$ cat src/hw/axi_rd_params.svh
// Widths of the AXI4 read channels
// Slot depth, burst capacity and request count of the read master

`ifndef AXI_RD_PARAMS_SVH
`define AXI_RD_PARAMS_SVH

// --------------------
// AXI field widths
// --------------------
`define AXI_ADDR_W    32
`define AXI_DATA_W    32
`define AXI_ID_W      4
`define AXI_LEN_W     8
`define AXI_SIZE_W    3
`define AXI_BURST_W   2
`define AXI_RESP_W    2

// --------------------
// Master sizing
// --------------------
`define MAX_BURST_LEN 8     // Beats buffered per slot
`define OST_DEPTH     4     // Outstanding bursts
`define REQ_NUM       32    // Bursts per run

`endif

$ cat src/hw/axi_rd_pkg.sv
// Types shared by the read master stages
// Burst and response encodings, AR and R payloads
// Slot allocation record and completion record

`include "axi_rd_params.svh"

package axi_rd_pkg;

    // AXI burst type encoding
    typedef enum logic [`AXI_BURST_W-1:0] {
        BURST_FIXED = 2'b00,
        BURST_INCR  = 2'b01,
        BURST_WRAP  = 2'b10
    } burst_e;

    // Severity grows with the code, so max() is the merge
    typedef enum logic [`AXI_RESP_W-1:0] {
        RESP_OKAY   = 2'b00,
        RESP_EXOKAY = 2'b01,
        RESP_SLVERR = 2'b10,
        RESP_DECERR = 2'b11
    } resp_e;

    typedef logic [$clog2(`OST_DEPTH)-1:0]     slot_idx_t;  // Slot number
    typedef logic [$clog2(`MAX_BURST_LEN)-1:0] beat_idx_t;  // Beat position in a slot

    // AR channel payload, 49 bits
    typedef struct packed {
        logic [`AXI_ID_W-1:0]   id;
        logic [`AXI_ADDR_W-1:0] addr;
        logic [`AXI_LEN_W-1:0]  len;
        logic [`AXI_SIZE_W-1:0] size;
        burst_e                 burst;
    } ar_req_t;

    // R channel payload
    typedef struct packed {
        logic [`AXI_ID_W-1:0]   id;
        logic [`AXI_DATA_W-1:0] data;
        resp_e                  resp;
        logic                   last;
    } r_beat_t;

    // Slot table to collector, one per accepted request
    typedef struct packed {
        slot_idx_t              slot;
        logic [`AXI_ID_W-1:0]   id;
        logic [`AXI_ADDR_W-1:0] addr;   // Carried so the record can report it
        logic [`AXI_LEN_W-1:0]  len;
    } alloc_t;

    // Retired burst, 303 bits
    typedef struct packed {
        logic [`AXI_ID_W-1:0]                      id;
        logic [`AXI_ADDR_W-1:0]                    addr;
        logic [`AXI_LEN_W-1:0]                     len;
        resp_e                                     resp;   // Worst of all beats
        logic                                      err;    // SLVERR or DECERR seen
        logic [`MAX_BURST_LEN-1:0][`AXI_DATA_W-1:0] data;  // Word n is beat n
    } cmpl_t;

endpackage

$ cat src/hw/rd_req_gen.sv
// Request generator of the read master
// Request counter, eight-entry burst pattern table, AR payload register

`include "axi_rd_params.svh"

module rd_req_gen import axi_rd_pkg::*; (
    input  logic    clk,
    input  logic    rst_n,
    input  logic    enable,
    output logic    req_valid,
    output ar_req_t req,
    input  logic    req_ready
);

    localparam int CNT_W = $clog2(`REQ_NUM);

    logic [CNT_W-1:0] req_cnt_q;    // Index of the request on offer
    logic             gen_done_q;   // All requests handed over
    logic             req_fire;
    logic             last_req;

    // --------------------
    // Pattern table
    // --------------------
    function automatic ar_req_t pattern(input logic [CNT_W-1:0] cnt);
        ar_req_t p;
        p.id   = cnt[`AXI_ID_W-1:0];
        p.size = 3'b010;                        // 4 bytes per beat
        unique case (cnt[2:0])
            3'd0: begin p.addr = 'h00; p.burst = BURST_INCR;  p.len = 8'd3; end
            3'd1: begin p.addr = 'h10; p.burst = BURST_INCR;  p.len = 8'd3; end
            3'd2: begin p.addr = 'h20; p.burst = BURST_INCR;  p.len = 8'd7; end
            3'd3: begin p.addr = 'h30; p.burst = BURST_FIXED; p.len = 8'd3; end
            3'd4: begin p.addr = 'h34; p.burst = BURST_WRAP;  p.len = 8'd3; end
            3'd5: begin p.addr = 'h38; p.burst = BURST_WRAP;  p.len = 8'd7; end
            3'd6: begin p.addr = 'h40; p.burst = BURST_FIXED; p.len = 8'd7; end
            default: begin
                // Moves 0x20 per pass through the table
                p.addr  = 'h80 + (`AXI_ADDR_W'(cnt[CNT_W-1:3]) << 5);
                p.burst = BURST_INCR;
                p.len   = 8'd3;
            end
        endcase
        return p;
    endfunction

    assign req_fire = req_valid & req_ready;
    assign last_req = (req_cnt_q == CNT_W'(`REQ_NUM - 1));

    // --------------------
    // Control
    // --------------------
    always_ff @(posedge clk or negedge rst_n) begin
        if (!rst_n) begin
            req_valid  <= 1'b0;
            req_cnt_q  <= '0;
            gen_done_q <= 1'b0;
        end else if (req_fire) begin
            req_cnt_q <= req_cnt_q + 1'b1;
            if (last_req) begin
                req_valid  <= 1'b0;             // Off for good
                gen_done_q <= 1'b1;
            end
        end else if (enable && !req_valid && !gen_done_q) begin
            req_valid <= 1'b1;                  // First request
        end
    end

    // Payload follows the counter one edge after each transfer
    always_ff @(posedge clk) begin
        if (req_fire) begin
            req <= pattern(req_cnt_q + 1'b1);
        end else if (!req_valid) begin
            req <= pattern(req_cnt_q);
        end
    end

endmodule

$ cat config.mk
export PLATFORM = sky130hd
export DESIGN_NAME = rd_req_gen
export DESIGN_NICKNAME = d
export VERILOG_FILES = /design/src/hw/axi_rd_pkg.sv /design/src/hw/rd_req_gen.sv
export VERILOG_INCLUDE_DIRS = /design/src /design/src/hw
export SDC_FILE = /design/constraint.sdc
export NUM_CORES = 1
export LEC_CHECK = 0
export BUFFER_PORTS_ARGS = -buffer_cell sky130_fd_sc_hd__buf_4
export CELL_PAD_IN_SITES_DETAIL_PLACEMENT = 0
export CELL_PAD_IN_SITES_GLOBAL_PLACEMENT = 2
export CORE_MARGIN = 2
export CORE_UTILIZATION = 29
export DETAILED_ROUTE_END_ITERATION = 16
export PLACE_DENSITY = 0.87
export RECOVER_POWER = 100
export SLEW_MARGIN = 10
export SYNTH_ARGS = -nofsm -noshare
export SYNTH_HDL_FRONTEND = slang
export SYNTH_SLANG_ARGS = --single-unit
export TNS_END_PERCENT = 5
$ cat constraint.sdc
create_clock -name clk -period 2.42 [get_ports clk]
set_input_delay 0 -clock clk [delete_from_list [all_inputs] [get_ports clk]]
set_output_delay 0 -clock clk [all_outputs]
set_load 0.005 [all_outputs]
==> key figures, run 1 <==
Clock tree
  • Post-CTS setup buffers: 0
  • Worst skew pair latency: 0.26 ns
  • Htree depth: 1
  • Clock Sinks: 20
  • Reg clk slew, reported paths: 0.07 ns
  • Root buffer cell: clkbuf_8
  • Clk buf depth: 2
  • CTS tree: built
  • CTS Buf Count: 3

Routing
  • First-pass DRT Iterations: 4
  • Remaining DRCs: 0
  • Post-DRT Antenna Nets: 0
  • Violation count after the first detailed-route iteration: 42
  • Vias post-DR: 902
  • WL/cell: 10.6 um
  • Total Wirelength: 2380 um
  • Avg Vias per Cell: 4.01

Setup path
  • Setup crit end: req[18]
  • Worst setup EP type: flip-flop
  • R2R Path Start: req_cnt_q[2]
  • Buffers & Inverters on Critical Path: 1
  • R2r endpoint: req[18]
  • FF-to-FF path depth: 5
  • Slowest cell on crit path: clkbuf_1
  • CP cell instances: clkbuf_1, xnor2_4, a21boi_2, a2111oi_2, o22ai_1
  • Kind of cell adding the most delay to the critical path: compound AO/OA/AOI/OAI gates
  • Worst reg2reg setup slack: 0.30 ns
  • Crit path depth: 5
  • Crit-path max cell delay: 0.60 ns
  • Worst setup SP type: flip-flop
  • Max FO, Critical Path: 14
  • Worst Path Arrival: 2.08 ns
  • CP Data Required Time: 2.39 ns
  • Setup CP Type: reg -> reg
  • Worst setup path startpoint: req_cnt_q[2]

Die
  • Die area: 0.00548 sq mm
  • DIE HEIGHT: 74.0 um
  • I/O Pins: 54
  • Initial Util: 30.1%
  • Core Area: 0.00472 sq mm
  • Die width: 74.0 um
  • Number of core rows: 25

Timing
  • RSZ-0062 raised after global routing: no
  • Fin Setup TNS: 0 ns
  • Setup violations, final: 0
  • Max Freq: 0.473 GHz
  • Tcrit/Tclk final: 87.4%
  • Min Tclk post-route: 2.12 ns
  • Hold Fails Final Rpt: 0
  • Max Transition Viols Final: 0
  • Post-route clock skew: 0.00135 ns
  • Slew HR: 42.3%
  • Worst Tran Pin Value: 0.866 ns

Synth
  • Mapped Area: 0.00142 sq mm
  • Number of flops mapped to enable cells by yosys: 13
  • Post-Syn Area per Cell: 10.1 sq um
  • Mux contribution to synthesized area: 0.704%
  • FF+latch count, synth: 20
  • Fraction of registers with async set/reset: 35.0%
  • Synth Instances: 141
  • Yosys cell types: 35
  • Simple-Gate Fraction of Synth Area: 8.98%
  • Syn. warnings: 0
  • Main combinational cell family by area after synthesis: buffers and inverters
  • Synth Flop Type: edfxtp_1
  • Xor-xnor portion of the synthesized cell area: 5.02%
  • Synth Area in Adders: 10.6%
  • Sequential share of the synthesized area: 39.8%
  • Compound-Gate Fraction of Synth Area: 12.3%

Cells and area
  • P&R area growth vs syn: 7.39%
  • # fillers: 502
  • Net count, final: 175
  • Final Util: 32.3%
  • Ant diodes: 0
  • Layout cells sized above 1: 13.9%

Global route
  • First-pass GRT wire length: 3660 um
  • Initial antenna violation count: 0
  • Vias in the first global route: 788
  • Largest net degree at the start of global routing: 18
  • Total track usage: 8.90%
  • Grt ovf: 0

Run status
  • Outcome: finished, final reports clean

Placed design
  • Hpwl dp: 1790 um
  • RePlAce Congestion: 0.867
  • Port-buffer cells: 17

Power
  • Leakage: 0.698 nW
  • Cell Pwr Density: 417 mW/mm^2
  • Worst vdd ir: 224 uV

Run
  • # Max-Cap Violations: 0

Hold path
  • Min-delay worst type: in -> reg
[cell type report]
class	count	area (sq um)	share of cell area [%]
sequential	20	566	37.0
clock buffer	4	55.1	3.61
timing repair buffer	19	134	8.77
inverter	5	18.8	1.23
multi-input combinational	110	669	43.9
tap	67	83.8	5.49
[per-stage QoR]
step	power, mW	hold WS, ns	instance area (sq um)	cells	worst slack (ns)
final	0.636	0.0167	1530	225	0.304
after global routing	0.660	0.0212	1530	225	0.147
after CTS	0.641	0.0211	1540	225	0.357
after detailed placement	0.387	-0.179	1470	220	0.375
after global placement	0.387	-0.180	1470	220	0.465
after floorplan	0.422	-0.296	1550	175	0.469
[state kept, by name (all words and copies together) (netlist names)]
name	flops
gen_done_q	1
req	13
req_cnt_q	5
req_valid	1
[synth_stat cells, drive strengths merged, types with 4 or more instances]
cell type	n	area, sq um
inv	5	18.8
o21ai	10	50.0
nor2	5	18.8
a21oi	7	35.0
buf	38	287
ha	12	150
dfrtp	7	175
xnor2	4	53.8
nor3	4	20.0
edfxtp	13	390
nand2	11	41.3
[worst min path at each step]
stage                      start  depth (start not counted)           end
after global routing      enable                          3     req_valid
after detailed placement   rst_n                          1  req_cnt_q[0]
final                     enable                          3     req_valid
after floorplan            rst_n                          0    gen_done_q
after global placement     rst_n                          1  req_cnt_q[0]
after CTS                 enable                          3     req_valid
[routing by layer]
metal | track usage [%] | share of wire (%)
met5 | 0 | 0
met3 | 1.63 | 4.9
met1 | 10.7 | 43
met4 | 5.45 | 2.4
met2 | 14.8 | 50
[cells in the final DEF, fill, tap and decap left out, drive strengths merged, types with 2 or more instances in the layout]
| cell | instances |
|---|---|
| xor2 | 2 |
| nor2b | 2 |
| buf | 3 |
| nor2 | 5 |
| ha | 12 |
| nand3 | 2 |
| xnor2 | 4 |
| o22ai | 2 |
| edfxtp | 13 |
| clkbuf | 19 |
| nor3 | 4 |
| dfrtp | 7 |
| inv | 5 |
| conb | 36 |
| a21oi | 7 |
| nand2 | 11 |
| o21ai | 10 |
[report_power, final]
part,total [mW],leakage (nW),internal (mW),switching (mW)
clock network,0.255,0.0288,0.145,0.110
logic,0.0203,0.449,0.00371,0.0166
registers,0.360,0.220,0.360,0
total,0.636,0.698,0.509,0.127
[kinds of logic (layout without fill, tap and decap cells)]
kind of cell | after synthesis | count (layout)
buf+inv | 45 | 28
simple gates | 28 | 28
compound gates | 27 | 27
flops | 20 | 20
fa+ha+maj | 12 | 12
xor+xnor | 6 | 6
other cells | 2 | 36
mux | 1 | 1
[worst min-delay path: stages]
cell and delay (ns):
buf_4 0.08, a21oi_1 0.05, a21oi_1 0.11
[what timing repair did]
| item | 4_1_cts | 5_1_grt |
|---|---|---|
| hold buffers | 1 | 0 |
| gates resized for setup | 0 | 0 |
| endpoints found under the hold margin | 7 | 0 |
Note: power is estimated with default switching activity, not from simulation.
==> inputs of run 2 (changes only) <==
CTS_BUF_LIST = sky130_fd_sc_hd__clkbuf_16   (was default)
==> run 2 against run 1 <==
Compared with the run above: combinational power hardly changed; largest cell class unchanged; critical endpoint unchanged; die area unchanged; fmax is 0.29% lower; global-route usage fell by 0.17 points; critical path type unchanged; count of clock-buffer cells in the layout shrank 1; non-clock buffer count stayed put; worst setup slack lost 0.0062 ns; sequential share of layout area is 0.57 points lower; sequential cell count did not move; largest power group unchanged.
==> key figures, run 2 (synthesis gave the netlist of run 1 again) <==
Run status
  • Outcome: finished, final reports clean

Setup path
  • Worst reg2reg setup slack: 0.30 ns (about the same)
  • R2r endpoint: req[18]
  • Worst setup EP type: flip-flop
  • CP Data Required Time: 2.37 ns (-0.02 ns)
  • Crit-path max cell delay: 0.61 ns (about the same)
  • Max FO, Critical Path: 14 (unchanged)
  • Setup CP Type: reg -> reg
  • Buffers & Inverters on Critical Path: 1 (unchanged)
  • Worst Path Arrival: 2.08 ns (about the same)
  • Worst setup SP type: flip-flop
  • Slowest cell on crit path: clkbuf_1
  • FF-to-FF path depth: 5 (unchanged)
  • R2R Path Start: req_cnt_q[2]
  • Kind of cell adding the most delay to the critical path: compound AO/OA/AOI/OAI gates
  • CP cell instances: clkbuf_1, xnor2_4, a21boi_2, a2111oi_2, o22ai_1

Cells and area
  • Net count, final: 175 (unchanged)
  • Regs by FF count: req x13, req_cnt_q x5
  • Layout cells sized above 1: 13.3% (-0.63 points)
  • Most flop-heavy register: req
  • # fillers: 499 (-0.60%)
  • Ant diodes: 0 (unchanged)
  • Finished Cell Area: 0.00155 sq mm (+1.6%)
  • Commonest non-fill, non-tap cell in the layout: conb_1
  • P&R area growth vs syn: 9.07%
  • Largest register FFs: 13 (unchanged)
  • Commonest non-fill, non-tap cells in the layout: conb_1, clkbuf_4, edfxtp_1, ha_1, nand2_1
  • Non-filler cells, final: 225 (unchanged)

Routing
  • Total Wirelength: 2360 um (-0.67%)
  • Avg Vias per Cell: 3.98 (-0.67%)
  • Violation count after the first detailed-route iteration: 60 (+43%)
  • WL/cell: 10.5 um (-0.67%)
  • Remaining DRCs: 0 (unchanged)
  • Post-DRT Antenna Nets: 0 (unchanged)
  • Vias post-DR: 896 (-0.67%)
  • First-pass DRT Iterations: 4 (unchanged)

Clock tree
  • Root buffer cell: clkbuf_16
  • Clock Sinks: 20 (unchanged)
  • Clk buf depth: 2 (unchanged)
  • Worst skew pair latency: 0.25 ns (about the same)
  • Htree depth: 1 (unchanged)
  • Post-CTS setup buffers: 0 (unchanged)
  • Post-CTS Resized: 0 (unchanged)
  • CTS Buf Count: 3 (unchanged)
  • Reg clk slew, reported paths: 0.06 ns (about the same)
  • CTS tree: built

Timing
  • Hold Fails Final Rpt: 0 (unchanged)
  • Setup violations, final: 0 (unchanged)
  • Worst Tran Pin Value: 0.885 ns (+0.0191 ns)
  • Post-route clock skew: 0.00217 ns (+0.000814 ns)
  • RSZ-0062 raised after global routing: no
  • Min Tclk post-route: 2.12 ns (+0.00618 ns)
  • Final setup margin: 0.298 ns (-0.00618 ns)
  • Max Freq: 0.471 GHz (-0.29%)
  • Tcrit/Tclk final: 87.7% (+0.26 points)
  • Max Transition Viols Final: 0 (unchanged)
  • Slew HR: 41.0% (-1.3 points)
  • Fin Setup TNS: 0 ns (unchanged)

Global route
  • Total track usage: 8.73% (-0.17 points)
  • Largest net degree at the start of global routing: 18 (unchanged)
  • Vias in the first global route: 793 (+0.63%)
  • First-pass GRT wire length: 3660 um (unchanged)
  • Initial antenna violation count: 0 (unchanged)
  • Grt ovf: 0 (unchanged)

Placed design
  • DP Cell Count: 220 (unchanged)
  • Port-buffer cells: 17 (unchanged)
  • Hpwl dp: 1790 um (unchanged)
  • Placed cell areas: 0.00147 sq mm (unchanged)
  • Place WS: 0.375 ns (unchanged)
  • RePlAce Congestion: 0.867 (unchanged)

Run
  • # Max-Cap Violations: 0 (unchanged)

Die
  • Core Area: 0.00472 sq mm (unchanged)
  • Initial Util: 30.1% (unchanged)
  • I/O Pins: 54 (unchanged)
  • Die width: 74.0 um (unchanged)
  • Die area: 0.00548 sq mm (unchanged)
  • DIE HEIGHT: 74.0 um (unchanged)
  • Number of core rows: 25 (unchanged)

Power
  • Leakage: 0.707 nW (+1.4%)
  • Worst vdd ir: 283 uV (+26%)
  • Cell Pwr Density: 465 mW/mm^2 (+12%)

Hold path
  • Hold Path Sink: req_valid
  • Min-delay worst type: in -> reg
  • Hold path depth: 3 (unchanged)
  • Worst min-delay path startpoint: enable
## run 2: worst reg2reg max path, stage by stage, from the launching register on
cell and delay (ns):
dfrtp_1 0.34, clkbuf_1 0.61, xnor2_4 0.24, a21boi_2 0.14, a2111oi_2 0.35, o22ai_1 0.15
## run 2: layout make-up
type	instances	area, sq um	share of cell area (%)
Inverter	5	18.8	1.21
Clock buffer	3	75.1	4.84
Timing Repair Buffer	19	134	8.64
Clock inverter	1	3.75	0.242
Tap cell	67	83.8	5.41
Multi-Input combinational cell	110	669	43.2
Sequential cell	20	566	36.5
## run 2: how the worst max path moves through the flow
| stage | endpoint | cells after the start | from | slack, ns |
|---|---|---|---|---|
| after global routing | req[18] | 5 | req_cnt_q[2] | 0.15 |
| final | req[18] | 5 | req_cnt_q[2] | 0.30 |
| after detailed placement | req[18] | 6 | req_cnt_q[1] | 0.38 |
| after global placement | req[18] | 6 | req_cnt_q[1] | 0.46 |
| after floorplan | req[18] | 7 | req_cnt_q[2] | 0.47 |
| after CTS | req[18] | 6 | req_cnt_q[1] | 0.36 |
## run 2: timing repair
item / in CTS / in global routing
endpoints found under the setup margin: 0 / 0
endpoints found under the hold margin: 7 / 0
hold buffers: 1 / 0
## run 2: where the power goes
part / internal [mW] / switching [mW]
clock: 0.220 / 0.120
combinational: 0.00371 / 0.0166
sequential: 0.361 / 0
## run 2: metal layers
layer  GRT usage, %  wire (um)  vias to the layer above
met3           1.63        131                        4
met5              0          0                        -
met1           10.8       1020                      412
li1               -          -                      442
met2           14.8       1170                       38
met4           4.04         42                        0
## run 2: through the flow
| stage | hold WS, ns | total power [mW] | utilization [%] |
|---|---|---|---|
| floorplan | -0.296 | 0.422 | - |
| global placement | -0.180 | 0.387 | 31.2 |
| detailed placement | -0.179 | 0.387 | 31.2 |
| CTS | 0.0333 | 0.724 | 33.1 |
| global route | 0.0352 | 0.744 | 32.8 |
| finish | 0.0283 | 0.721 | 32.8 |
